**src/udp_rx_fifo.sv**
```systemverilog
`timescale 1ns/1ps
module udp_rx_fifo #(
  parameter int WIDTH       = 64,
  parameter int DEPTH       = 64,
  parameter int ALMOST_FULL = DEPTH - 8
) (
  input  logic             mac_clk,
  input  logic             mac_rst,
  input  logic             wr_en,
  input  logic [WIDTH-1:0] wr_data,
  input  logic             rd_en,
  output logic [WIDTH-1:0] rd_data,
  output logic             empty,
  output logic             almost_full
);

  localparam int AW = (DEPTH > 1) ? $clog2(DEPTH) : 1;

  logic [WIDTH-1:0] mem [DEPTH];
  logic [AW-1:0]    wr_ptr;
  logic [AW-1:0]    rd_ptr;
  logic [AW:0]      count;
  logic             full;
  logic             push;
  logic             pop;

  function automatic logic [AW-1:0] ptr_next(input logic [AW-1:0] ptr);
    ptr_next = (ptr == AW'(DEPTH - 1)) ? '0 : ptr + 1'b1;
  endfunction

  assign full        = count == (AW+1)'(DEPTH);
  assign empty       = count == '0;
  assign almost_full = count >= (AW+1)'(ALMOST_FULL);
  assign push        = wr_en && !full;
  assign pop         = rd_en && !empty;

  // first word falls through, head is always on the read port
  assign rd_data = mem[rd_ptr];

  always_ff @(posedge mac_clk) begin
    if (push) mem[wr_ptr] <= wr_data;
  end

  always_ff @(posedge mac_clk) begin
    if (mac_rst) begin
      wr_ptr <= '0;
      rd_ptr <= '0;
      count  <= '0;
    end else begin
      if (push) wr_ptr <= ptr_next(wr_ptr);
      if (pop) rd_ptr <= ptr_next(rd_ptr);
      case ({push, pop})
        2'b10: count <= count + 1'b1;
        2'b01: count <= count - 1'b1;
        default: count <= count;
      endcase
    end
  end

  a_no_write_full: assert property (@(posedge mac_clk) disable iff (mac_rst)
    wr_en |-> !full);
  a_no_read_empty: assert property (@(posedge mac_clk) disable iff (mac_rst)
    rd_en |-> !empty);

endmodule

```
**config.mk**
```make
export PLATFORM = sky130hd
export DESIGN_NAME = udp_rx_fifo
export DESIGN_NICKNAME = d
export VERILOG_FILES = /design/src/udp_rx_fifo.sv
export SDC_FILE = /design/constraint.sdc
export NUM_CORES = 2
export LEC_CHECK = 0
export BUFFER_PORTS_ARGS = -buffer_cell sky130_fd_sc_hd__buf_2
export CAP_MARGIN = 20
export CORE_ASPECT_RATIO = 0.8
export CORE_MARGIN = 2
export CORE_UTILIZATION = 60
export CTS_CLUSTER_SIZE = 14
export DETAILED_ROUTE_END_ITERATION = 12
export PLACE_DENSITY = 0.73
export SLEW_MARGIN = 10
export SYNTH_ARGS = -nofsm -noshare
export SYNTH_HDL_FRONTEND = slang
export SYNTH_SLANG_ARGS = --single-unit
```
**constraint.sdc**
```tcl
create_clock -name mac_clk -period 6.8 [get_ports mac_clk]
set_clock_uncertainty 0.2 [all_clocks]
set_input_delay 0.68 -clock mac_clk [delete_from_list [all_inputs] [get_ports mac_clk]]
set_output_delay 0.68 -clock mac_clk [all_outputs]
set_load 0.02 [all_outputs]
```
==> key figures <==
Outcome
  • Outcome: complete, no violations

CTS
  • CTS clock-pin slew for the worst setup and hold paths: around 0.06 ns
  • Total CTS buffers: about 380
  • CTS Sinks: between 4,000 and 5,000
  • Clock Root Buffer: clkbuf_16
  • Post_cts resized: 0
  • Clock Tree Buf Depth: 4
  • CTS tree: done
  • # Post-CTS Setup Buffers: 0
  • Worst-skew pair later-pin latency: around 0.91 ns
  • H-tree depth: 5

Timing
  • Part of the cycle the worst path needs: 87.9%
  • Max Fclk: between 0.15 and 0.2 GHz
  • Final Hold Vio Count: 0
  • Max_slew headroom: between 20% and 30%
  • Final setup viols: 0
  • Fin worst setup slack: just over 0.8 ns
  • Slew @ Worst Pin: approximately 1.2 ns
  • Final Slew Violations: 0
  • Post-route setup TNS: 0 ns
  • RSZ-0062 raised after global routing: false
  • Post-layout min period: 5.97 ns

Routing
  • Detailed Route WL: 423,000 µm
  • DRC: 0
  • Antenna-violating nets left: 0
  • Drt pass-1 iters: 6
  • Drt wl/cell: 39.4 µm
  • Initial DRC count: between 10,000 and 15,000
  • Vias per cell: a little over 7
  • DR vias: approximately 78,000

Pwr
  • VDD IR-drop max: about 260 µV
  • Pleak: 52.2 nW
  • Logic pwr share: between 10% and 20%
  • Sequential share of power: around half
  • Clock power frac: between 30% and 40%
  • Switching Fraction: 23.6%
  • Net Switching: between 10 and 15 mW
  • Int Power: roughly 43 mW
  • Pwr Density: around 320 mW/mm²

Global routing
  • Largest net degree at the start of global routing: about 120
  • First-pass GRT wire length: 588,000 µm
  • Initial antenna violation count: 24
  • Grt total ovfl: 0
  • Tot GR Track Use: approximately a third
  • Vias in the first global route: roughly 76,000

Final layout
  • Fillers: about 15,000
  • Area taken by multi-input logic gates: 0.0306 mm²
  • Share of cells above drive strength 1: 27.5%
  • Area grow syn2layout: 11.9%
  • Reg area: approximately 0.12 mm²
  • Core Util, Final: between 60 and 70%
  • Fin nets: 7,044

Setup path
  • Critical Path Sink Type: output port
  • CP Launch Type: flip-flop
  • CP cell instances: buf_12 > or3_4 > buf_4 > o22ai_1 > nor4_1 > o22a_1 > buf_2
  • CP bufs+invs: 3
  • Max incr delay on CP: approximately 0.81 ns
  • Slowest CP cell: or3_4
  • CP Data Arrival Time: between 5 and 6 ns
  • Crit-path max FO: approximately 110
  • Critical path type: flip-flop to output port
  • Cell family with most CP delay: simple AND/OR/NAND/NOR gates
  • Worst path required time: between 5 and 6 ns

Floorplanning
  • Initial core utilization: 60.2%
  • # IOs: ~130
  • Core area: roughly 0.26 mm²
  • Die width: 573 µm
  • Die height: 459 µm
  • Area of the die: between 0.2 and 0.3 mm²
  • Row count: approximately 170

Worst hold path
  • Hold Path Class: input port to flip-flop

Synth
  • Post-synth cell types: 55
  • Sequential element share of the synthesized area: 79.5%
  • Synth top area cells: edfxtp_1 79%, mux4_2 15%, o22ai_1 1.1%, o221ai_1 0.67%, mux2i_1 0.49%
  • YS warnings: 0
  • Cell area after synthesis: ~0.16 mm²
  • Syn Inst Count: between 6,000 and 7,000
  • Synth Flop Type: edfxtp_1
  • Post-synth EDFFs: around 4,100
  • Ys async rst share: 0%
  • Syn_nets: roughly 6,700
  • Yosys top cell by area: edfxtp_1
  • Yosys reg bits: slightly above 4,000
  • Synth Area per Inst: between 20 and 25 µm²
  • Yosys top cell area share: about four fifths

Place
  • Port buffer count: 133
  • Pre-CTS WS: approximately 1.8 ns
  • Hpwl dp: roughly 220,000 µm
  • GPL Wtd Cong: roughly 0.82

Job
  • Max-cap viol count: 0
cell usage after synthesis, types with 38 or more instances:
master,number
a21oi_1,85
buf_1,47
buf_2,136
buf_4,38
clkbuf_1,156
edfxtp_1,4096
mux2i_1,76
mux4_2,1020
nand2_1,52
nor2_1,136
nor4_1,53
o221ai_1,119
o22a_1,52
o22ai_1,272
sequential cells by signal, indices dropped and copies added, names as in the netlist, named ones only:
name    flops
count       7
mem      4096
rd_ptr      6
wr_ptr      6
worst paths after layout:
check | endpoint | cells past startpoint | start | slack (ns)
max | rd_data[15] | 7 | flip-flop | 0.83
min | mem[0][19] | 1 | wr_data[19] | 0.03
max reg2reg | mem[35][25] | 7 | count[2] | 1.92
min reg2reg | flip-flop | 2 | rd_ptr[5] | 0.36
logic make-up after synthesis:
group           Yosys count  share of synthesized area [%]
compound gates          613                           2.77
mux                    1102                           15.3
buf+inv                 386                           1.15
simple gates            352                           1.10
xor+xnor                 10                         0.0564
fa+ha+maj                 5                         0.0403
flops                  4121                           79.5
power by group through the flow:
stage | clock (mW) | combinational (mW) | sequential, mW
floorplan | 0 | 5.32 | 28.7
global placement | 0 | 7.40 | 28.8
detailed placement | 0 | 7.51 | 28.8
CTS | 20.5 | 7.57 | 28.2
global route | 21.4 | 7.95 | 28.2
finish | 20.4 | 7.56 | 28.2
final cells by class:
class                           instances  share of cell area [%]
Timing Repair Buffer                  382                    2.08
Tap cell                             3464                    2.50
Clock buffer                          488                    5.87
Antenna cell                            7                  0.0101
Clock inverter                        187                   0.820
Sequential cell                      4121                    71.1
Multi-Input combinational cell       2082                    17.6
Inverter                                5                  0.0108
timing repair:
| action | in CTS | in global routing |
|---|---|---|
| endpoints found under the hold margin | 4 | 116 |
| endpoints found under the setup margin | 0 | 0 |
| hold buffers | 1 | 11 |
metrics by stage:
step / instance area [µm²] / std cells / total power [mW] / hold slack [ns]
finish: 174000 / 10700 / 56.2 / 0.0304
global route: 174000 / 10700 / 57.6 / 0.0261
CTS: 173000 / 10700 / 56.3 / 0.0357
detailed placement: 162000 / 10000 / 36.3 / 0.338
global placement: 161000 / 10000 / 36.2 / 0.299
floorplan: 155000 / 6589 / 34.0 / 0.267
routing by layer:
layer,track usage [%],wire [µm],up-vias
li1,-,-,29400
met1,47.0,152000,41000
met2,48.6,195000,6290
met3,7.61,58000,950
met4,12.1,18200,10
met5,0,63,-
cells in the final DEF, fill, tap and decap left out, types with 19 or more instances in the layout:
cell          n
nand3_1      25
dfxtp_1      19
clkbuf_1     93
a21oi_1      85
o221ai_1    119
buf_12       76
a22oi_1      33
nor2_4       64
clkinv_2     62
nor4_1       53
nand2_1      45
buf_4       161
o22a_1       52
mux4_2     1020
edfxtp_1   4096
bufinv_16    20
buf_2       128
nor2_1       71
mux2i_1      76
clkinv_1     88
nor2b_1      23
clkbuf_16   391
o22ai_1     272
(Power assumes the default switching activity.)
