===== config.mk =====
export PLATFORM = sky130hd
export DESIGN_NAME = udp_rx_frame_fsm
export DESIGN_NICKNAME = d
export VERILOG_FILES = /design/src/udp_rx_pkg.sv /design/src/udp_rx_frame_fsm.sv
export SDC_FILE = /design/constraint.sdc
export NUM_CORES = 1
export LEC_CHECK = 0
export ABC_CLOCK_PERIOD_IN_PS = 2370
export BUFFER_PORTS_ARGS = -buffer_cell sky130_fd_sc_hd__buf_4
export CAP_MARGIN = 15
export CORE_AREA = 2 2 107 109
export CTS_BUF_LIST = sky130_fd_sc_hd__clkbuf_16
export DETAILED_ROUTE_END_ITERATION = 7
export DIE_AREA = 0 0 109 111
export SYNTH_ARGS = -nofsm -noshare
export SYNTH_HDL_FRONTEND = slang
export SYNTH_SLANG_ARGS = --single-unit

===== constraint.sdc =====
create_clock -name mac_clk -period 2.37 [get_ports mac_clk]
set_clock_uncertainty 0.1 [all_clocks]
set_input_delay 0.3555 -clock mac_clk [delete_from_list [all_inputs] [get_ports mac_clk]]
set_output_delay 0.3555 -clock mac_clk [all_outputs]
set_load 0.01 [all_outputs]

===== src/udp_rx_pkg.sv =====
package udp_rx_pkg;

  // one beat from the 10G MAC receive side
  typedef struct packed {
    logic [63:0] data;
    logic [7:0]  valid;
    logic        good;
    logic        bad;
  } mac_beat_t;

  typedef struct packed {
    logic        enable;
    logic [47:0] mac;
    logic [31:0] ip;
    logic [15:0] port;
    logic [31:0] mc_ip;
    logic [31:0] mc_mask;
  } local_cfg_t;

  typedef struct packed {
    logic mac_ok;
    logic ipv4_ok;
    logic udp_ok;
    logic ip_ok;
    logic port_ok;
  } match_flags_t;

  typedef enum logic [2:0] {
    RX_IDLE,
    RX_WORD_2,
    RX_WORD_3,
    RX_WORD_4,
    RX_WORD_5,
    RX_WORD_6,
    RX_DATA,
    RX_DROP
  } rx_state_e;

  // packet fifo entry, flags above the payload
  typedef struct packed {
    logic        overrun;
    logic        bad;
    logic        eof;
    logic [63:0] data;
  } app_word_t;

  typedef struct packed {
    logic [15:0] port;
    logic [31:0] ip;
  } src_info_t;

  typedef enum logic [1:0] {
    APP_RUN,
    APP_OVER,
    APP_WAIT
  } app_state_e;

  localparam logic [15:0] ETHERTYPE_IPV4 = 16'h0800;
  localparam logic [7:0]  IPV4_VER_IHL   = 8'h45;
  localparam logic [7:0]  IP_PROTO_UDP   = 8'h11;
  localparam logic [23:0] MC_MAC_PREFIX  = 24'h01005e;

endpackage


===== src/udp_rx_frame_fsm.sv =====
`timescale 1ns/1ps
module udp_rx_frame_fsm
  import udp_rx_pkg::*;
(
  input  logic         mac_clk,
  input  logic         mac_rst,
  input  mac_beat_t    beat_z,
  input  mac_beat_t    beat_r,
  input  match_flags_t flags,
  input  logic         phy_rx_up,
  input  logic         enable,
  output logic         frame_accept,
  output logic         payload_valid,
  output logic [63:0]  payload,
  output src_info_t    src_info,
  output logic         first_word
);

  rx_state_e state;
  logic      first_pending;
  logic      end_z;
  logic      end_r;

  assign end_z = beat_z.good || beat_z.bad;
  assign end_r = beat_r.good || beat_r.bad;

  always_ff @(posedge mac_clk) begin
    if (mac_rst) begin
      state         <= RX_IDLE;
      frame_accept  <= 1'b0;
      first_pending <= 1'b0;
    end else begin
      case (state)
        RX_IDLE: begin
          frame_accept <= 1'b0;
          if (beat_z.valid == 8'hff && phy_rx_up) begin
            frame_accept <= flags.mac_ok;
            state        <= flags.mac_ok ? RX_WORD_2 : RX_DROP;
          end
        end
        RX_WORD_2: begin
          frame_accept <= flags.ipv4_ok;
          state        <= flags.ipv4_ok ? RX_WORD_3 : RX_DROP;
        end
        RX_WORD_3: begin
          frame_accept <= flags.udp_ok;
          state        <= flags.udp_ok ? RX_WORD_4 : RX_DROP;
        end
        RX_WORD_4: state <= RX_WORD_5;
        RX_WORD_5: begin
          frame_accept <= flags.ip_ok && flags.port_ok;
          state        <= (flags.ip_ok && flags.port_ok) ? RX_WORD_6 : RX_DROP;
        end
        RX_WORD_6: begin
          first_pending <= 1'b1;
          state         <= RX_DATA;
        end
        RX_DATA: begin
          if (payload_valid) first_pending <= 1'b0;
          if (end_r) begin
            frame_accept <= 1'b0;
            state        <= RX_IDLE;
          end
        end
        RX_DROP: if (end_r) state <= RX_IDLE;
        default: state <= RX_IDLE;
      endcase
      // runt frame that ends inside the header
      if (state inside {RX_WORD_2, RX_WORD_3, RX_WORD_4, RX_WORD_5} && end_z) begin
        frame_accept <= 1'b0;
        state        <= RX_DROP;
      end
      if (!enable) frame_accept <= 1'b0;
    end
  end

  // source address fields byte swapped into host order
  always_ff @(posedge mac_clk) begin
    if (state == RX_WORD_4) begin
      src_info.ip <= {beat_z.data[23:16], beat_z.data[31:24],
                      beat_z.data[39:32], beat_z.data[47:40]};
    end
    if (state == RX_WORD_5) src_info.port <= {beat_z.data[23:16], beat_z.data[31:24]};
  end

  assign payload_valid = frame_accept && state == RX_DATA && !end_r;
  assign first_word    = payload_valid && first_pending;

  // bytes 42+8k to 49+8k with the first byte in the top lane
  assign payload = {beat_r.data[23:16], beat_r.data[31:24], beat_r.data[39:32],
                    beat_r.data[47:40], beat_r.data[55:48], beat_r.data[63:56],
                    beat_z.data[7:0], beat_z.data[15:8]};

  a_state_known: assert property (@(posedge mac_clk) disable iff (mac_rst)
    !$isunknown(state));
  // acceptance is settled in the header and never rises during payload
  a_valid_accepted: assert property (@(posedge mac_clk) disable iff (mac_rst)
    payload_valid |-> $past(frame_accept));

endmodule


==> results by stage <==
Outcome:
- The run finished with clean final reports.

Yosys:
- The total number of yosys warnings is 0.
- The sequential fraction of the synthesis area is 66.4%.
- In this run, distinct cell masters in the synthesized netlist total 28.
- The net count after synthesis is 323.
- Synthesis handed over a netlist of 166 instances.
- The synthesized design contains 53 register bits.
- The synthesized area per cell is 14.0 µm².
- After synthesis the cells add up to 2320 µm².

Timing:
- The worst hold-check slack is 0.148 ns.
- The total of endpoints with negative setup slack in the final report is 0.
- The number of endpoints with negative hold slack in the final report came to 0.
- Setup repair after global routing left no endpoint under its margin.
- After layout, the worst setup slack is 0.236 ns.
- The maximum frequency from static timing analysis is 469 MHz.
- The routed design could run at a clock period as short as 2.13 ns.
- The portion of the clock cycle consumed by the worst path in the final layout is 90.0%.
- For the final routed database, the setup TNS stands at 0 ns.
- For the pin with the worst max-slew slack, the measured transition is 0.536 ns.
- The worst slew slack as a fraction of its limit is 64.0%.
- The final number of max-transition violations is 0.

Clocking:
- The hold buffer count at cts is 0.
- The clock reaches the later pin of the worst-skew pair after 0.28 ns.
- The number of setup buffers added after CTS is 0.
- The clock net in this run drives a total of 53 sinks.
- The clock passes through at most 2 buffers.
- Buffers inserted during clock tree synthesis total 5.
- After clock tree synthesis, the clock-pin slew on the worst setup and hold paths is 0.07 ns.
- The root buffer cell chosen for the clock tree is sky130_fd_sc_hd__clkbuf_16.
- The CTS H-tree depth is 2.
- The CTS tree is built.
- The number of cells upsized or downsized after cts is 0.

Setup path:
- The longest individual stage delay on the worst path is 0.45 ns.
- The critical path is of the flip-flop to primary output type.
- The startpoint of the most critical register-to-register path is state[0]$_SDFFE_PP0P_.
- The maximum fanout count along the critical path is 12.
- The critical path goes through nand4bb_1 > nor3b_2 > and2_1 > buf_4.
- The setup check on the worst reg-to-reg path leaves a slack of 0.65 ns.
- On the critical path, the stage with the largest delay is an instance of sky130_fd_sc_hd__dfxtp_2.
- The cell type group with the largest total delay on the critical path is simple AND/OR/NAND/NOR gates.
- The buffering stage count on the worst path with inverters included is 1.
- The worst register-to-register path ends at src_info[22]$_DFFE_PN_.
- STA puts the critical path data required time at 1.91 ns.
- The capturing element of the worst setup path is first_word.
- The count of cell instances traversed by the critical path is 4.
- The most critical setup path has its startpoint at state[2]$_SDFFE_PP0P_.
- The depth of the worst register-to-register path is 2.
- The data arrival time of the critical path is 1.68 ns.
- STA classifies the critical path endpoint as a primary output.
- The kind of start point of the critical path is a flip-flop.

Finish:
- The diode insertion count for antenna repair is 0.
- The layout filler cell count is 1,137.
- The post-synthesis to final-layout area growth is 26.6%.
- The sequential cell area is 1540 µm².
- The net count of the finished layout is 369.
- The fraction of layout cells with a size suffix above 1 is 55.4%.
- The area occupied by multi-input gates is 267 µm².

Global route:
- For this run, the total global-route usage over all layers was measured as 10.7%.
- The number of global-route vias before repair was 1,300.
- The first global-routing pass estimated 9110 µm of wire.
- The initial antenna violation count is 0.
- The total overflow left after global routing is 0.
- Entering global routing, the biggest net connects 33 pins.

Power:
- VDD sags by at most 495 µV.
- The leakage power total is 1.15 nW.
- For this design the ratio of total power to cell area is 919 nW/µm².

Routing:
- The routed via count divided by cell count is 3.90.
- The routed wire length is 6900 µm.
- The via total after detailed routing is 1,387.
- The final routed DRC violation total is 0.
- The average wire per cell in the routed design is 19.4 µm.
- The antenna violation net count after detailed routing is 0.
- The number of iterations in the first detailed-routing pass is 4.
- The number of DRC markers in iteration 0 is 110.

Floorplanning:
- For this configuration, the core starts out at a cell density of 21.0%.
- The area of the die is 12,100 µm².
- The floorplan step set the die width to 109 µm.
- In this run the standard cell core region covers 11,100 µm².
- The y dimension of the die is 111 µm.
- The count of boundary I/O pins is 272.
- The floorplan has 39 rows.

Placement:
- During placement, the flow inserted port buffers numbering 103.
- The post-DP HPWL is 5840 µm.
- At the placement stage, the worst setup path has a slack of 0.395 ns.
- The final weighted congestion in routability-driven placement is 0.710.

Run:
- The count of maximum capacitance violations is 0.

Hold path:
- The path class of the tightest hold or removal check is input pin to flip-flop.
-- worst reg2reg max path: stages, from the launching register on --
cell and delay [ns]:
sky130_fd_sc_hd__dfxtp_1 0.62, sky130_fd_sc_hd__and3_2 0.27, sky130_fd_sc_hd__buf_4 0.37
-- worst min path at each step --
stage / from / slack [ns] / end / depth (start not counted)
2_1_floorplan: mac_rst / 0.33 / state[0]$_SDFFE_PP0P_ / 1
5_1_grt: beat_z[57] / 0.14 / src_info[7]$_DFFE_PN_ / 1
3_3_place_gp: first_pending$_SDFFE_PP0P_ / 0.43 / first_pending$_SDFFE_PP0P_ / 2
4_1_cts: beat_z[49] / 0.14 / src_info[15]$_DFFE_PN_ / 1
3_5_place_dp: first_pending$_SDFFE_PP0P_ / 0.43 / first_pending$_SDFFE_PP0P_ / 2
6_report: beat_z[49] / 0.15 / src_info[15]$_DFFE_PN_ / 1
-- sequential cells by signal, indices dropped and copies added, names as in the netlist --
signal / count
frame_accept: 1
first_pending: 1
state: 3
src_info: 48
-- routing by layer --
metal | track usage, % | up-vias | wire length (µm)
met1 | 8.11 | 588 | 1720
met5 | 0 | - | 0
met4 | 4.19 | 0 | 127
met3 | 9.23 | 14 | 1570
met2 | 18.9 | 161 | 3480
li1 | - | 624 | -
-- through the flow --
| step | cells | instance area, µm² | power, mW | util [%] |
|---|---|---|---|---|
| CTS | 356 | 2940 | 2.74 | 26.5 |
| global route | 356 | 2940 | 2.87 | 26.5 |
| global placement | 348 | 2790 | 2.03 | 25.2 |
| detailed placement | 348 | 2790 | 2.04 | 25.2 |
| floorplan | 166 | 2320 | 1.83 | - |
| finish | 356 | 2940 | 2.70 | 26.5 |
-- cell usage in the layout (no fill, tap or decap), types with 2 or more instances in the layout --
master	count
sky130_fd_sc_hd__a21oi_1	7
sky130_fd_sc_hd__dfxtp_1	4
sky130_fd_sc_hd__a31oi_1	3
sky130_fd_sc_hd__clkbuf_16	5
sky130_fd_sc_hd__o21ai_0	2
sky130_fd_sc_hd__buf_4	106
sky130_fd_sc_hd__or3_1	2
sky130_fd_sc_hd__o211ai_1	2
sky130_fd_sc_hd__nand4bb_1	2
sky130_fd_sc_hd__edfxtp_1	48
sky130_fd_sc_hd__inv_1	3
sky130_fd_sc_hd__nor3_1	3
sky130_fd_sc_hd__nor2_1	2
sky130_fd_sc_hd__nand2_1	7
sky130_fd_sc_hd__clkinvlp_4	2
-- cell usage after synthesis --
cell type,number,area [µm²]
sky130_fd_sc_hd__a21oi_1,7,35.0
sky130_fd_sc_hd__a22o_1,1,8.76
sky130_fd_sc_hd__a311oi_1,1,8.76
sky130_fd_sc_hd__a31oi_1,3,18.8
sky130_fd_sc_hd__and2_1,1,6.26
sky130_fd_sc_hd__and3_2,1,7.51
sky130_fd_sc_hd__buf_2,1,5.00
sky130_fd_sc_hd__buf_4,64,480
sky130_fd_sc_hd__buf_6,2,22.5
sky130_fd_sc_hd__dfxtp_1,5,100
sky130_fd_sc_hd__edfxtp_1,48,1440
sky130_fd_sc_hd__inv_1,2,7.51
sky130_fd_sc_hd__inv_2,1,3.75
sky130_fd_sc_hd__nand2_1,7,26.3
sky130_fd_sc_hd__nand2b_1,1,6.26
sky130_fd_sc_hd__nand3_1,1,5.00
sky130_fd_sc_hd__nand4_1,1,6.26
sky130_fd_sc_hd__nand4bb_1,2,22.5
sky130_fd_sc_hd__nor2_1,2,7.51
sky130_fd_sc_hd__nor3_1,4,20.0
sky130_fd_sc_hd__nor3b_2,1,12.5
sky130_fd_sc_hd__nor4_1,1,6.26
sky130_fd_sc_hd__o211a_1,1,10.0
sky130_fd_sc_hd__o211ai_1,2,15.0
sky130_fd_sc_hd__o21ai_0,2,10.0
sky130_fd_sc_hd__o22a_1,1,8.76
sky130_fd_sc_hd__o31ai_1,1,7.51
sky130_fd_sc_hd__or3_1,2,12.5
-- logic make-up (layout without fill, tap and decap cells) --
kind of cell	Yosys count	after routing	share of synthesized area, %
buffers and inverters	70	117	22.4
flip-flops	53	53	66.4
AND/OR/NAND/NOR	24	24	5.98
AO/OA/AOI/OAI	19	19	5.28
-- area by class of cell --
type,count,area share (%)
inverter,3,0.383
timing repair buffer,106,27.1
multi-input combinational,43,9.07
clock buffer,5,4.26
clock inverter,3,0.639
tap,143,6.09
sequential,53,52.5
-- power by group --
group	internal, mW	leakage (nW)	switching [mW]
clock	0.387	0.0672	0.299
combinational	0.327	0.607	0.374
sequential	1.22	0.479	0.0963
No activity file was read; power rests on OpenSTA's default activity.
