$ cat src/udp_rx_pkg.sv
package udp_rx_pkg;

  // one beat from the 10G MAC receive side
  typedef struct packed {
    logic [63:0] data;
    logic [7:0]  valid;
    logic        good;
    logic        bad;
  } mac_beat_t;

  typedef struct packed {
    logic        enable;
    logic [47:0] mac;
    logic [31:0] ip;
    logic [15:0] port;
    logic [31:0] mc_ip;
    logic [31:0] mc_mask;
  } local_cfg_t;

  typedef struct packed {
    logic mac_ok;
    logic ipv4_ok;
    logic udp_ok;
    logic ip_ok;
    logic port_ok;
  } match_flags_t;

  typedef enum logic [2:0] {
    RX_IDLE,
    RX_WORD_2,
    RX_WORD_3,
    RX_WORD_4,
    RX_WORD_5,
    RX_WORD_6,
    RX_DATA,
    RX_DROP
  } rx_state_e;

  // packet fifo entry, flags above the payload
  typedef struct packed {
    logic        overrun;
    logic        bad;
    logic        eof;
    logic [63:0] data;
  } app_word_t;

  typedef struct packed {
    logic [15:0] port;
    logic [31:0] ip;
  } src_info_t;

  typedef enum logic [1:0] {
    APP_RUN,
    APP_OVER,
    APP_WAIT
  } app_state_e;

  localparam logic [15:0] ETHERTYPE_IPV4 = 16'h0800;
  localparam logic [7:0]  IPV4_VER_IHL   = 8'h45;
  localparam logic [7:0]  IP_PROTO_UDP   = 8'h11;
  localparam logic [23:0] MC_MAC_PREFIX  = 24'h01005e;

endpackage

$ cat src/udp_rx_app_writer.sv
`timescale 1ns/1ps
module udp_rx_app_writer
  import udp_rx_pkg::*;
(
  input  logic        mac_clk,
  input  logic        mac_rst,
  input  logic        payload_valid,
  input  logic [63:0] payload,
  input  src_info_t   src_info,
  input  logic        first_word,
  input  logic        frame_good,
  input  logic        frame_bad,
  input  logic        pkt_almost_full,
  input  logic        ctrl_almost_full,
  input  logic        overrun_ack,
  output logic        pkt_wr_en,
  output app_word_t   pkt_wr_data,
  output logic        ctrl_wr_en,
  output src_info_t   ctrl_wr_data
);

  app_state_e state;
  logic       frame_live;
  logic       fifo_af;
  logic       wr_word;
  logic       cut;
  logic       word_eof;

  assign fifo_af = pkt_almost_full || ctrl_almost_full;

  // a frame is only written if its first word went in during run
  assign wr_word  = payload_valid && state == APP_RUN && (first_word || frame_live);
  assign cut      = wr_word && fifo_af;
  assign word_eof = frame_good || frame_bad || cut;

  assign pkt_wr_en   = wr_word;
  assign pkt_wr_data = '{overrun: cut, bad: frame_bad, eof: word_eof, data: payload};

  // source info goes in once per frame with its first word
  assign ctrl_wr_en   = wr_word && first_word;
  assign ctrl_wr_data = src_info;

  always_ff @(posedge mac_clk) begin
    if (mac_rst) begin
      state      <= APP_RUN;
      frame_live <= 1'b0;
    end else begin
      if (wr_word) begin
        frame_live <= !word_eof;
      end else if (frame_good || frame_bad) begin
        frame_live <= 1'b0;
      end
      case (state)
        APP_RUN: if (cut) state <= APP_OVER;
        // wait for the application to raise then drop its ack
        APP_OVER: if (overrun_ack) state <= APP_WAIT;
        APP_WAIT: if (!overrun_ack) state <= APP_RUN;
        default: state <= APP_RUN;
      endcase
    end
  end

  // writing stops right after the word that carries the overrun cut
  a_no_write_in_overrun: assert property (@(posedge mac_clk) disable iff (mac_rst)
    cut |=> !pkt_wr_en && !ctrl_wr_en);

endmodule

$ cat config.mk
export PLATFORM = sky130hd
export DESIGN_NAME = udp_rx_app_writer
export DESIGN_NICKNAME = d
export VERILOG_FILES = /design/src/udp_rx_pkg.sv /design/src/udp_rx_app_writer.sv
export SDC_FILE = /design/constraint.sdc
export NUM_CORES = 1
export LEC_CHECK = 0
export ABC_AREA = 1
export BUFFER_PORTS_ARGS = -buffer_cell sky130_fd_sc_hd__buf_2
export CAP_MARGIN = 20
export CORE_AREA = 2 2 93 95
export CTS_BUF_LIST = sky130_fd_sc_hd__clkbuf_8
export DETAILED_ROUTE_END_ITERATION = 8
export DIE_AREA = 0 0 95 97
export SLEW_MARGIN = 20
export SYNTH_ARGS = -nofsm -noshare
export SYNTH_HDL_FRONTEND = slang
export SYNTH_SLANG_ARGS = --single-unit
$ cat constraint.sdc
create_clock -name mac_clk -period 0.8 [get_ports mac_clk]
set_input_delay 0.04 -clock mac_clk [delete_from_list [all_inputs] [get_ports mac_clk]]
set_output_delay 0.04 -clock mac_clk [all_outputs]
set_load 0.005 [all_outputs]
==> flow_summary.ini, run 1 <==
[status]
status = complete, but fails checks
failed_checks = negative setup slack

[synthesis]
ys_warn_count = 0
syn-num-nets = 264
post-synth-top-area-cell = buf_4
ys_async_sr_fraction_pct = 0
synth_edf_count = 0
synthCells = 143
yosysTopAreaCellShare_pct = 83.1
yosysSeqAreaShare_pct = 5.78
synth_cell_types = 12
ys_ff_latch = 3
yosys-top-cells-count = buf_4, inv_1, nor2_1
synthesis.area_sq_um = 1040
ys.flop_type = dfxtp_1
synth_most_common_cell = buf_4
synth_area_leaders = buf_4, dfxtp_1, inv_1
synth_area_per_cell_sq_um = 7.26

[timing]
finalMaxSlewViolations = 0
layout_min_cycle_time_ns = 1.02
finalWorstSetupSlack_ns = -0.217
worstMarginPinSlew_ns = 0.159
hold_viol_final = 0
fin_crit_sh_pct = 127
fmax_mhz = 983
rsz0062_at_grt = true
finalSetupTns_ns = -1.03
setup_violations = 6
finClkSkew_ns = 0.00138
slew_headroom_pct = 89.3

[drt]
drtIter0Drc = 2
final_antenna_net_count = 0
drt-total-wl_mm = 2.16
viasPerCell = 2.49
vias = 383
drt_pass1_iterations = 2
drc_errors = 0
wl_per_cell_microns = 14.0

[floorplan]
rows = 33
dieArea_sq_um = 9220
coreArea_sq_um = 8130
pin_count = 238
die_y_microns = 97
initial_core_util_pct = 12.8
die_w_microns = 95

[cts]
cts_tree = built
clock_sinks = 3
clock_latency_ns = 0.21
clkSlewWorstSetupHoldPaths_ns = 0.03
cts_made_buffers = 3
cts.path.max_buffers = 2
htree_num_levels = 1
cts_root_buffer = clkbuf_8

[setup_path]
r2r-start = frame_live
crit_required_ns = 0.76
r2r_cells = 7
end_kind = output port
worst-path-max-fanout = 3
reg2reg_to = frame_live
worstPathArrival_ns = 0.98
critPathKind = reg -> out
r2r_slack_ns = -0.22
start_kind = register

[grt]
grt_util_all_layers_pct = 4.27
antenna_found_initial = 0
grt_max_degree = 4
first_global_vias = 463
grt_pass1_wl_mm = 2.80
grt_overflow = 0

[min_path]
holdPathStages = 2
hold_class = in -> reg
worstHoldStart = mac_rst
min_to = state[0]

[power_and_ir_drop]
clock_power_share_pct = 59.6
p_sw_w = 0.000155
ir_worst_vdd_uv = 786
internal_power_w = 0.000549
switching_share_pct = 22.0
leakage_nw = 0.209
power_density_nw_per_um2 = 1430
seqPwrFrac_pct = 23.2
pwr-share-comb_pct = 17.3

[cells_and_area]
syn_to_final_growth_pct = -52.5
final_area_sq_um = 493
register_area_sq_um = 63.8
multiInputGateArea_sq_um = 108
insertedDiodeCount = 0
fillCellCount = 959
nets = 171
drive_gt1_share_pct = 65.3

[place]
placed_area_sq_um = 387
place_congestion = 0.566
dp_hpwl_mm = 1.77
port_buffers = 13

[job]
cap_violations = 0
cell families (layout without fill, tap and decap cells):
| kind of cell | after synthesis | count (layout) | synth area share, % |
|---|---|---|---|
| flip-flops | 3 | 3 | 5.78 |
| AO/OA/AOI/OAI | 1 | 1 | 0.481 |
| buffers and inverters | 123 | 29 | 86.0 |
| XOR/XNOR | 1 | 1 | 0.844 |
| AND/OR/NAND/NOR | 15 | 15 | 6.87 |
critical path, cell delays in order, from the launching register on:
cell	delay [ns]
dfxtp_2	0.33
nor2_4	0.12
nand3_2	0.11
nor2_2	0.09
buf_2	0.11
cell type report:
type | instances | share of cell area [%]
well taps | 105 | 26.6
clock buffers | 3 | 8.38
clock inverters | 1 | 0.761
inverters | 8 | 6.09
repair buffers | 17 | 23.4
flip-flops and latches | 3 | 12.9
multi-input cells | 17 | 21.8
worst max-delay path by stage:
stage / start / end / slack, ns
after floorplan: state[1] / frame_live / 0.02
after global placement: state[1] / pkt_wr_data[64] / -0.03
after detailed placement: state[1] / frame_live / -0.06
after CTS: frame_live / pkt_wr_data[64] / -0.26
after global routing: frame_live / pkt_wr_data[64] / -0.30
final: state[0] / ctrl_wr_en / -0.22
layout by cell type, fill, tap and decap left out:
cell	n
a21oi_1	1
buf_2	11
buf_4	2
buf_6	4
clkbuf_8	3
dfxtp_2	3
inv_1	8
inv_2	1
nand2_1	3
nand2_2	1
nand3_2	2
nand3b_1	1
nor2_1	2
nor2_2	4
nor2_4	1
nor3_1	1
xnor2_1	1
what timing repair did:
item	in CTS	in global routing
hold buffers	0	0
cloned	0	0
pin swaps	6	5
endpoints found under the setup margin	7	7
buffers inserted	2	2
resized for setup	6	9
sequential cells by signal, summed over array words and instances, names as in the netlist:
register	count
state	2
frame_live	1
power groups by stage:
stage / Clock (W) / Sequential, W / Combinational [W]
final: 0.000420 / 0.000163 / 0.000122
after global routing: 0.000453 / 0.000163 / 0.000134
after CTS: 0.000438 / 0.000162 / 0.000101
after detailed placement: 0 / 0.000161 / 0.0000907
after global placement: 0 / 0.000161 / 0.0000900
after floorplan: 0 / 0.000162 / 0.000504
stage by stage:
step | total power (W) | instances | utilization [%] | worst slack (ns) | hold slack [ns]
after floorplan | 0.000666 | 143 | - | 0.0214 | 0.109
after global routing | 0.000750 | 154 | 6.06 | -0.296 | 0.00249
after global placement | 0.000251 | 148 | 4.75 | -0.0318 | 0.0800
final | 0.000704 | 154 | 6.06 | -0.217 | 0.00962
after CTS | 0.000701 | 153 | 5.60 | -0.257 | 0.00610
after detailed placement | 0.000252 | 148 | 4.75 | -0.0607 | 0.0800
metal layers:
metal	GRT usage, %	up-vias	wire length (microns)	share of wire, %
li1	-	124	-	-
met1	1.70	119	329	15
met2	4.36	76	754	35
met3	4.60	64	566	26
met4	10.5	0	507	24
met5	0	-	0	0
Note: power is estimated with default switching activity, not from simulation.
==> run 2: changes to the inputs <==
--- a/config.mk
+++ b/config.mk
@@ -12,6 +12,7 @@
 export CTS_BUF_LIST = sky130_fd_sc_hd__clkbuf_8
 export DETAILED_ROUTE_END_ITERATION = 8
 export DIE_AREA = 0 0 95 97
+export SETUP_SLACK_MARGIN = 0.15
 export SLEW_MARGIN = 20
 export SYNTH_ARGS = -nofsm -noshare
 export SYNTH_HDL_FRONTEND = slang
==> flow_summary.ini, run 2 (synthesized netlist as in run 1, its figures left out) <==
[setup_path]
crit_required_ns = 0.76
r2r-start = frame_live
end_kind = output port
r2r_slack_ns = -0.12
r2r_cells = 5
worstPathArrival_ns = 0.96
crit_chain = nor2_4 > nand3_2 > nor2_1 > buf_2
start_kind = register
critPathBufInv = 1
crit_family = flip-flops
critPathKind = reg -> out
cpPeakStageDelay_ns = 0.32
reg2reg_to = state[0]
worst-path-max-fanout = 3
critPathSlowestCell = dfxtp_2

[power_and_ir_drop]
ir_worst_vdd_uv = 291
fin_total_pwr_w = 0.000688
power_density_nw_per_um2 = 1470
leakage_nw = 0.203

[cells_and_area]
insertedDiodeCount = 0
final_area_sq_um = 468
reg.largest.list = state: 2 flops, frame_live: 1 flops
largest_reg_flops = 2
final_cell_mix = buf_2, inv_1, nor2_1
largest-register = state
drive_gt1_share_pct = 58.3
final_common_cell = buf_2
nets = 170
syn_to_final_growth_pct = -54.9

[grt]
antenna_found_initial = 0
first_global_vias = 418
grt_util_all_layers_pct = 3.59
grt_max_degree = 4
grt_overflow = 0
grt_pass1_wl_mm = 2.30

[place]
port_buffers = 13
placed_area_sq_um = 383
pre_cts_ws_ns = -0.0194
dp_hpwl_mm = 1.46
place_congestion = 0.635

[cts]
clock_latency_ns = 0.21
postCtsHoldBufs = 0
cts_made_buffers = 3
htree_num_levels = 1
cts_root_buffer = clkbuf_8
clkSlewWorstSetupHoldPaths_ns = 0.03
clock_sinks = 3
cts.path.max_buffers = 2
cts_tree = built

[timing]
finClkSkew_ns = 0.00187
finalMaxSlewViolations = 0
finalSetupTns_ns = -0.945
setup_violations = 6
worstMarginPinSlew_ns = 0.203
fin_crit_sh_pct = 125
slew_headroom_pct = 86.4
finalWorstSetupSlack_ns = -0.204
hold_viol_final = 0
timing.hold.ws_ns = 0.0153
fmax_mhz = 996
rsz0062_at_grt = true
layout_min_cycle_time_ns = 1.00

[min_path]
hold_class = in -> reg
min_to = state[1]
holdPathStages = 2
worstHoldStart = mac_rst

[drt]
final_antenna_net_count = 0
vias = 383
drc_errors = 0
drt_pass1_iterations = 3
drtIter0Drc = 5
viasPerCell = 2.50
wl_per_cell_microns = 11.8
drt-total-wl_mm = 1.81

[status]
status = complete, but fails checks
failed_checks = negative setup slack

[floorplan]
die_y_microns = 97
dieArea_sq_um = 9220
die_w_microns = 95
coreArea_sq_um = 8130
initial_core_util_pct = 12.8
rows = 33
pin_count = 238

[job]
cap_violations = 0
## run 2: cell count changes in the layout (fill, tap and decap cells not counted), sizes merged
cell,delta
buf,-1
## run 2: timing repair
| item | in CTS | in global routing |
|---|---|---|
| cloned | 0 | 0 |
| buffers inserted | 3 | 0 |
| resized for setup | 4 | 1 |
| endpoints found under the setup margin | 7 | 7 |
| pin swaps | 6 | 4 |
## run 2: report_power, final
| group | internal [W] | switching (W) | leakage [nW] |
|---|---|---|---|
| Combinational | 0.0000543 | 0.0000488 | 0.150 |
| Clock | 0.000326 | 0.0000955 | 0.0269 |
| Sequential | 0.000157 | 0.00000656 | 0.0258 |
| Total | 0.000538 | 0.000151 | 0.203 |
## run 2: how the worst max path moves through the flow
stage	end	start	cells past startpoint
after floorplan	frame_live	state[0]	4
after global placement	frame_live	state[0]	4
after detailed placement	frame_live	state[0]	4
after CTS	pkt_wr_data[64]	frame_live	5
after global routing	ctrl_wr_en	state[1]	4
final	ctrl_wr_en	state[1]	4
## run 2: area by class of cell
type / instances / area [sq um]
sequential: 3 / 63.8
clock inverter: 1 / 3.75
fill: 950 / 7670
inverter: 8 / 30.0
tap: 105 / 131
timing repair buffer: 16 / 87.6
multi-input combinational: 17 / 110
clock buffer: 3 / 41.3
## run 2: layer usage
metal / global-route usage, % / up-vias / wire, microns
met4: 9.48 / 0 / 445
met3: 3.66 / 68 / 452
met5: 0 / - / 0
li1: - / 120 / -
met2: 3.49 / 65 / 601
met1: 1.41 / 130 / 305
## run 2: through the flow
step / util [%] / cells
finish: 5.75 / 153
global route: 5.75 / 153
CTS: 5.69 / 153
detailed placement: 4.71 / 146
global placement: 4.71 / 146
floorplan: - / 143
