===== config.mk =====
export PLATFORM = sky130hd
export DESIGN_NAME = udp_rx_header_match
export DESIGN_NICKNAME = d
export VERILOG_FILES = /design/src/udp_rx_pkg.sv /design/src/udp_rx_header_match.sv
export SDC_FILE = /design/constraint.sdc
export NUM_CORES = 1
export LEC_CHECK = 0
export ABC_AREA = 1
export BUFFER_PORTS_ARGS = -buffer_cell sky130_fd_sc_hd__buf_2
export CORE_AREA = 3 3 152 154
export DETAILED_ROUTE_END_ITERATION = 10
export DIE_AREA = 0 0 155 157
export SLEW_MARGIN = 15
export SYNTH_ARGS = -nofsm -noshare
export SYNTH_HDL_FRONTEND = slang
export SYNTH_SLANG_ARGS = --single-unit

===== constraint.sdc =====
create_clock -name mac_clk -period 1.1 [get_ports mac_clk]
set_input_delay 0.11 -clock mac_clk [delete_from_list [all_inputs] [get_ports mac_clk]]
set_output_delay 0.11 -clock mac_clk [all_outputs]
set_load 0.02 [all_outputs]

===== src/udp_rx_pkg.sv =====
package udp_rx_pkg;

  // one beat from the 10G MAC receive side
  typedef struct packed {
    logic [63:0] data;
    logic [7:0]  valid;
    logic        good;
    logic        bad;
  } mac_beat_t;

  typedef struct packed {
    logic        enable;
    logic [47:0] mac;
    logic [31:0] ip;
    logic [15:0] port;
    logic [31:0] mc_ip;
    logic [31:0] mc_mask;
  } local_cfg_t;

  typedef struct packed {
    logic mac_ok;
    logic ipv4_ok;
    logic udp_ok;
    logic ip_ok;
    logic port_ok;
  } match_flags_t;

  typedef enum logic [2:0] {
    RX_IDLE,
    RX_WORD_2,
    RX_WORD_3,
    RX_WORD_4,
    RX_WORD_5,
    RX_WORD_6,
    RX_DATA,
    RX_DROP
  } rx_state_e;

  // packet fifo entry, flags above the payload
  typedef struct packed {
    logic        overrun;
    logic        bad;
    logic        eof;
    logic [63:0] data;
  } app_word_t;

  typedef struct packed {
    logic [15:0] port;
    logic [31:0] ip;
  } src_info_t;

  typedef enum logic [1:0] {
    APP_RUN,
    APP_OVER,
    APP_WAIT
  } app_state_e;

  localparam logic [15:0] ETHERTYPE_IPV4 = 16'h0800;
  localparam logic [7:0]  IPV4_VER_IHL   = 8'h45;
  localparam logic [7:0]  IP_PROTO_UDP   = 8'h11;
  localparam logic [23:0] MC_MAC_PREFIX  = 24'h01005e;

endpackage


===== src/udp_rx_header_match.sv =====
`timescale 1ns/1ps
module udp_rx_header_match
  import udp_rx_pkg::*;
(
  input  logic         mac_clk,
  input  logic         mac_rst,
  input  mac_beat_t    mac_rx,
  input  local_cfg_t   cfg,
  output mac_beat_t    beat_z,
  output mac_beat_t    beat_r,
  output match_flags_t flags
);

  logic [47:0] dst_mac;
  logic [15:0] ether_type;
  logic [7:0]  ver_ihl;
  logic [7:0]  protocol;
  logic [31:0] dst_ip;
  logic [15:0] dst_port;

  // two register stages, beat_r holds the previous beat
  always_ff @(posedge mac_clk) begin
    beat_z <= mac_rx;
    beat_r <= beat_z;
    if (mac_rst) begin
      beat_z.valid <= '0;
      beat_z.good  <= 1'b0;
      beat_z.bad   <= 1'b0;
      beat_r.valid <= '0;
      beat_r.good  <= 1'b0;
      beat_r.bad   <= 1'b0;
    end
  end

  // byte 0 of the wire sits in data[7:0], fields are big endian
  assign dst_mac = {beat_z.data[7:0], beat_z.data[15:8], beat_z.data[23:16],
                    beat_z.data[31:24], beat_z.data[39:32], beat_z.data[47:40]};

  // word 1 carries ethertype and the version byte
  assign ether_type = {beat_z.data[39:32], beat_z.data[47:40]};
  assign ver_ihl    = beat_z.data[55:48];

  // word 2, last byte is the IP protocol
  assign protocol = beat_z.data[63:56];

  // destination IP straddles words 3 and 4
  assign dst_ip = {beat_r.data[55:48], beat_r.data[63:56],
                   beat_z.data[7:0], beat_z.data[15:8]};

  assign dst_port = {beat_z.data[39:32], beat_z.data[47:40]};

  always_comb begin
    flags.mac_ok  = (dst_mac == cfg.mac) || (dst_mac == '1) ||
                    (dst_mac[47:24] == MC_MAC_PREFIX);
    flags.ipv4_ok = (ether_type == ETHERTYPE_IPV4) && (ver_ihl == IPV4_VER_IHL);
    flags.udp_ok  = protocol == IP_PROTO_UDP;
    // own address, the multicast group, or anything inside the group mask
    flags.ip_ok   = (dst_ip == cfg.ip) || (dst_ip == cfg.mc_ip) ||
                    ((dst_ip & cfg.mc_mask) == (cfg.mc_ip & cfg.mc_mask));
    flags.port_ok = dst_port == cfg.port;
  end

endmodule


==> flow_summary.json, run 1 <==
{
  "critPathKind": "reg -> out",
  "clock_latency_ns": 0.42,
  "htreeDepth": 4,
  "crit_fanout": 3,
  "power_density_nw_per_um2": 1300,
  "gp_congestion": 0.871,
  "vias": 6520,
  "synthCells": 758,
  "setup_viol": 39,
  "grt_pass1_wl_um": 35200,
  "synth-warning-count": 0,
  "final.min_clock_period_ns": 1.85,
  "endpoint": "flags[1]",
  "initial_utilization_pct": 26.4,
  "p_leak_nw": 5.65,
  "status": "complete, but fails checks",
  "finalInstanceArea_um2": 10900,
  "cts_root_buf": "clkbuf_16",
  "start_kind": "flop",
  "r2r_cells": 2,
  "numPortBuffers": 388,
  "drtIter0Drc": 187,
  "netlist_area_um2": 5760,
  "hpwl_um": 18800,
  "slew_viol_final": 0,
  "cts.sinks": 148,
  "drive_above_1_share_pct": 47.1,
  "grt_max_degree": 21,
  "r2r-end": "beat_r[18]$_DFF_P_",
  "slew-limit-headroom_pct": 76.8,
  "synth_nets": 995,
  "rsz0062_at_grt": "true",
  "cp-end-kind": "output pin",
  "hold_viol_final": 0,
  "clock_skew_ns": 0.00818,
  "ir_worst_vdd_v": 0.000840,
  "fin_nets": 1548,
  "grt_pass1_vias": 6544,
  "yosys-top-cells-area": "dfxtp_1 (51%), nand2_1 (18%), xnor2_1 (10%)",
  "final_core_util_pct": 49.9,
  "fmax_mhz": 542,
  "cp.arrival_ns": 1.74,
  "placed_area_um2": 8620,
  "grtUsageTotal_pct": 18.8,
  "fp-row-count": 54,
  "synth_seq_cells": 148,
  "dieWidth_um": 155,
  "ant_nets": 0,
  "worst_slack_ns": -0.746,
  "wl_per_cell_um": 15.0,
  "syn_avg_cell_area_um2": 7.60,
  "wl_um": 24100,
  "syn_to_final_growth_pct": 89.1,
  "antenna_found_initial": 6,
  "r2r_setup_slack_ns": 0.34,
  "required_ns": 0.99,
  "tightest_slew_ns": 0.348,
  "drc_errors": 0,
  "place_ws_ns": -0.578,
  "synth_top_area_share_pct": 51.4,
  "whs_ns": 0.0692,
  "synth_top_area_cell": "dfxtp_1",
  "io_pins": 390,
  "synth.distinct_cells": 20,
  "violations": "negative setup slack",
  "hold_start": "mac_rst",
  "fp.dieArea_um2": 24300,
  "crit_start": "beat_z[18]$_DFF_P_",
  "period_share_pct": 168,
  "cts_tree": "built",
  "grt-ovfl-total": 0,
  "cts_made_buffers": 17,
  "dieHeight_um": 157,
  "viasPerCell": 4.06,
  "cap_viol_max_count": 0,
  "clkSlewWorstSetupHoldPaths_ns": 0.07,
  "first_pass_iters": 4,
  "cts_buffer_depth": 2,
  "synth.yosys.seq_area_share_pct": 51.4,
  "hold_path.class": "in -> reg",
  "total_power_mw": 14.2,
  "core_um2": 21800,
  "r2r-start": "beat_z[18]$_DFF_P_"
}
==> Yosys cell counts (all sizes together) <==
| cell type | n |
|---|---|
| inv | 110 |
| dfxtp | 148 |
| nor2 | 80 |
| nand3 | 37 |
| nand2 | 272 |
| buf | 1 |
| nor4 | 7 |
| o21ai | 1 |
| o211ai | 1 |
| clkbuf | 3 |
| nor3 | 9 |
| xnor2 | 67 |
| xor2 | 8 |
| or2 | 4 |
| nand4 | 9 |
| nand3b | 1 |
==> timing repair <==
| item | 4_1_cts | 5_1_grt |
|---|---|---|
| endpoints found under the hold margin | 74 | 0 |
| resized for setup | 241 | 53 |
| setup endpoints to repair | 72 | 73 |
| pin swaps | 29 | 9 |
| hold buffers | 74 | 0 |
| buffers inserted | 13 | 12 |
==> state kept, by name (all words and copies together) (netlist names) <==
signal and flops:
beat_r 74, beat_z 74
==> routing by layer <==
metal  global-route usage [%]  vias up  routed length (um)
met5                        0        -                  38
met4                     5.85        6                 453
met3                     5.42       32                1640
met2                     33.5      226               12300
met1                     21.9     2861                9680
li1                         -     3395                   -
==> area by class of cell <==
cell class                      count  area (um2)
Inverter                          110         415
Multi-Input combinational cell    496        2590
Clock buffer                       18         429
Sequential cell                   148        3140
Clock inverter                     14         114
Timing Repair Buffer              538        3840
Antenna cell                        3        7.51
Fill cell                        2040       10900
Tap cell                          280         350
==> cells in the final DEF (no fill, tap or decap), drive strengths merged, types with 2 or more instances in the layout <==
cell,synthesis,final
buf,1,464
nand2,272,272
dfxtp,148,148
inv,110,119
nor2,80,80
dlygate4sd3,0,74
xnor2,67,67
nand3,37,37
clkbuf,3,18
nand4,9,9
nor3,9,9
xor2,8,8
nor4,7,7
or2,4,4
diode,0,3
clkinv,0,3
clkinvlp,0,2
==> stage by stage <==
stage,cells,TNS (ns)
after CTS,1599,-5.42
final,1607,-4.42
after global routing,1607,-6.70
after global placement,1484,-1.84
after detailed placement,1484,-1.89
after floorplan,758,-0.256
==> report_power, final <==
part	switching (mW)	internal, mW	leakage (nW)
clock	2.60	2.95	0.265
combinational	1.30	1.43	4.13
sequential	0.256	5.63	1.26
total	4.16	10.0	5.65
==> worst max-delay path: stages (launching register included) <==
cell     delay [ns]
dfxtp_4        0.37
buf_6          0.13
inv_2          0.04
nand2_1        0.04
nand2_1        0.05
nand2_1        0.07
nor2_1         0.13
nand2_1        0.11
nor2_4         0.10
nand2_1        0.07
nand3_2        0.09
buf_6          0.12
==> kinds of logic after synthesis <==
kind of cell / synth area share (%)
AO/OA/AOI/OAI: 0.217
XOR/XNOR: 11.4
buffers and inverters: 7.47
AND/OR/NAND/NOR: 29.5
flip-flops: 51.4
==> how the worst min path moves through the flow <==
stage                      endpoint  cells past startpoint
3_5_place_dp     beat_z[52]$_DFF_P_                      1
6_report       beat_z[4]$_SDFF_PP0_                      2
3_3_place_gp     beat_z[53]$_DFF_P_                      1
4_1_cts        beat_z[8]$_SDFF_PP0_                      2
2_1_floorplan    beat_z[10]$_DFF_P_                      0
5_1_grt        beat_z[8]$_SDFF_PP0_                      2
Note: power is estimated with default switching activity, not from simulation.
==> run 2, diff against run 1 <==
--- a/config.mk
+++ b/config.mk
@@ -6,10 +6,11 @@
 export NUM_CORES = 1
 export LEC_CHECK = 0
 export ABC_AREA = 1
-export BUFFER_PORTS_ARGS = -buffer_cell sky130_fd_sc_hd__buf_2
+export BUFFER_PORTS_ARGS = -buffer_cell sky130_fd_sc_hd__buf_4
 export CORE_AREA = 3 3 152 154
 export DETAILED_ROUTE_END_ITERATION = 10
 export DIE_AREA = 0 0 155 157
+export PLACE_DENSITY_LB_ADDON = 0.25
 export SLEW_MARGIN = 15
 export SYNTH_ARGS = -nofsm -noshare
 export SYNTH_HDL_FRONTEND = slang
==> run 2 against run 1 <==
Net effect:
- largest power group unchanged
- critical path type unchanged
- design area increased by 11%
- first-iteration DRC count increased by 7.0%
- via count increased by 1.7%
- clock power rose by 1%
- the flow still finishes with violations (negative setup slack)
- critical path depth fell by 2
- fmax grew 2.0%
- sequential power about the same
==> flow_summary.json, run 2 (same netlist as run 1, synthesis figures left out) <==
{
  "status": "complete, but fails checks",
  "violations": "negative setup slack",
  "multiInputGateArea_um2": 2640,
  "cts.sinks": 148,
  "fin_setup_tns_ns": -4.49,
  "layout_common_cells": "buf_4 (358), nand2_1 (260), buf_6 (127)",
  "p_leak_nw": 6.08,
  "crit_fanout": 3,
  "ant_nets": 0,
  "fin_nets": 1577,
  "fp.dieArea_um2": 24300,
  "power_frac_comb_pct": 21.6,
  "numPortBuffers": 388,
  "critPathKind": "reg -> out",
  "clkSlewWorstSetupHoldPaths_ns": 0.07,
  "hpwl_um": 19500,
  "start_kind": "flop",
  "p_switching_mw": 4.20,
  "hold_path.class": "in -> reg",
  "core_um2": 21800,
  "finalInstanceArea_um2": 12000,
  "hold_viol_final": 0,
  "drive_above_1_share_pct": 49.4,
  "reg_top3": "beat_r: 74 flops, beat_z: 74 flops",
  "r2r_setup_slack_ns": 0.27,
  "p_int_mw": 10.5,
  "required_ns": 0.99,
  "worst_slack_ns": -0.710,
  "power_density_nw_per_um2": 1220,
  "period_share_pct": 165,
  "htreeDepth": 4,
  "cp-end-kind": "output pin",
  "final_common_cell": "buf_4",
  "cts_root_buf": "clkbuf_16",
  "cap_viol_max_count": 0,
  "timing.hold.worst_endpoint": "beat_z[67]$_DFF_P_",
  "drtIter0Drc": 200,
  "grt_pass1_vias": 6862,
  "antenna_found_initial": 1,
  "place_ws_ns": -0.516,
  "clockPowerShare_pct": 38.3,
  "cts_buffer_depth": 2,
  "drc_errors": 0,
  "r2r_cells": 3,
  "ir_worst_vdd_v": 0.000876,
  "clock_latency_ns": 0.42,
  "slew-limit-headroom_pct": 72.1,
  "grt-ovfl-total": 0,
  "grtUsageTotal_pct": 19.5,
  "vias": 6632,
  "dieWidth_um": 155,
  "rsz0062_at_grt": "true",
  "fmax_mhz": 552,
  "syn_to_final_growth_pct": 109,
  "swShare_pct": 28.6,
  "hold_start": "mac_rx[67]",
  "regArea_um2": 3130,
  "tightest_slew_ns": 0.418,
  "grt_pass1_wl_um": 36300,
  "grt_max_degree": 17,
  "initial_utilization_pct": 26.4,
  "viasPerCell": 4.06,
  "pwr-share-seq_pct": 40.1,
  "r2r-start": "beat_z[12]$_DFF_P_",
  "slew_viol_final": 0,
  "cp.arrival_ns": 1.70,
  "final.min_clock_period_ns": 1.81,
  "wl_per_cell_um": 15.0,
  "cts_tree": "built",
  "hold_path_depth": 2,
  "clock_skew_ns": 0.0105,
  "io_pins": 390,
  "cts_made_buffers": 17,
  "wl_um": 24500,
  "setup_viol": 44,
  "r2r-end": "beat_r[12]$_DFF_P_",
  "gp_congestion": 0.807,
  "first_pass_iters": 4,
  "nFillCells": 1965,
  "placed_area_um2": 9720,
  "fp-row-count": 54,
  "dieHeight_um": 157
}
[run 2: worst max-delay path by stage]
stage                  startpoint  endpoint  slack, ns  depth (start not counted)
3_3_place_gp   beat_z[20]$_DFF_P_  flags[1]      -0.49                          9
2_1_floorplan  beat_r[61]$_DFF_P_  flags[1]      -0.16                          8
6_report       beat_z[32]$_DFF_P_  flags[4]      -0.71                          9
5_1_grt        beat_z[20]$_DFF_P_  flags[1]      -0.82                          9
4_1_cts        beat_z[48]$_DFF_P_  flags[3]      -0.77                          6
3_5_place_dp   beat_z[49]$_DFF_P_  flags[3]      -0.52                          6
[run 2: metrics by stage]
step                      instances  total power [mW]  utilization (%)  hold WS (ns)
final                          1635              14.7             55.2         0.328
after global routing           1634              15.4             55.2         0.319
after CTS                      1629              14.8             54.3         0.298
after detailed placement       1502              8.64             44.5         0.216
after global placement         1502              8.62             44.5         0.214
after floorplan                 758              7.05                -         0.138
[run 2: cell type report]
cell class / instances / area share, %
multi-input cells: 496 / 21.9
flip-flops and latches: 148 / 26.0
inverters: 110 / 3.49
clock buffers: 19 / 3.68
well taps: 280 / 2.91
clock inverters: 13 / 0.997
repair buffers: 567 / 41.0
diodes: 2 / 0.0415
[run 2: timing repair]
item | 4_1_cts | 5_1_grt
endpoints found under the hold margin | 84 | 4
pin swaps | 23 | 23
buffers inserted | 13 | 15
resized for setup | 194 | 63
endpoints found under the setup margin | 70 | 73
hold buffers | 85 | 1
[run 2: critical path, stage by stage (launching register included)]
cell and delay, ns:
dfxtp_2 0.33, buf_4 0.13, xnor2_2 0.12, nand2_1 0.08, nor2_2 0.13, nand2_1 0.09, nor2_2 0.12, nand3_2 0.09
nand2_2 0.07, buf_6 0.11
[run 2: metal layers]
layer	vias to the layer above	track usage, %	wire length (um)
li1	3451	-	-
met1	2942	21.4	9310
met2	228	35.6	12900
met3	11	6.87	2050
met4	0	5.17	177
met5	-	0	0
[run 2: power by group through the flow]
stage | logic (mW) | registers (mW) | clock network, mW
floorplan | 0.713 | 6.34 | 0
global placement | 2.61 | 6.00 | 0
detailed placement | 2.63 | 6.01 | 0
CTS | 3.12 | 5.89 | 5.82
global route | 3.43 | 5.93 | 6.04
finish | 3.18 | 5.89 | 5.63
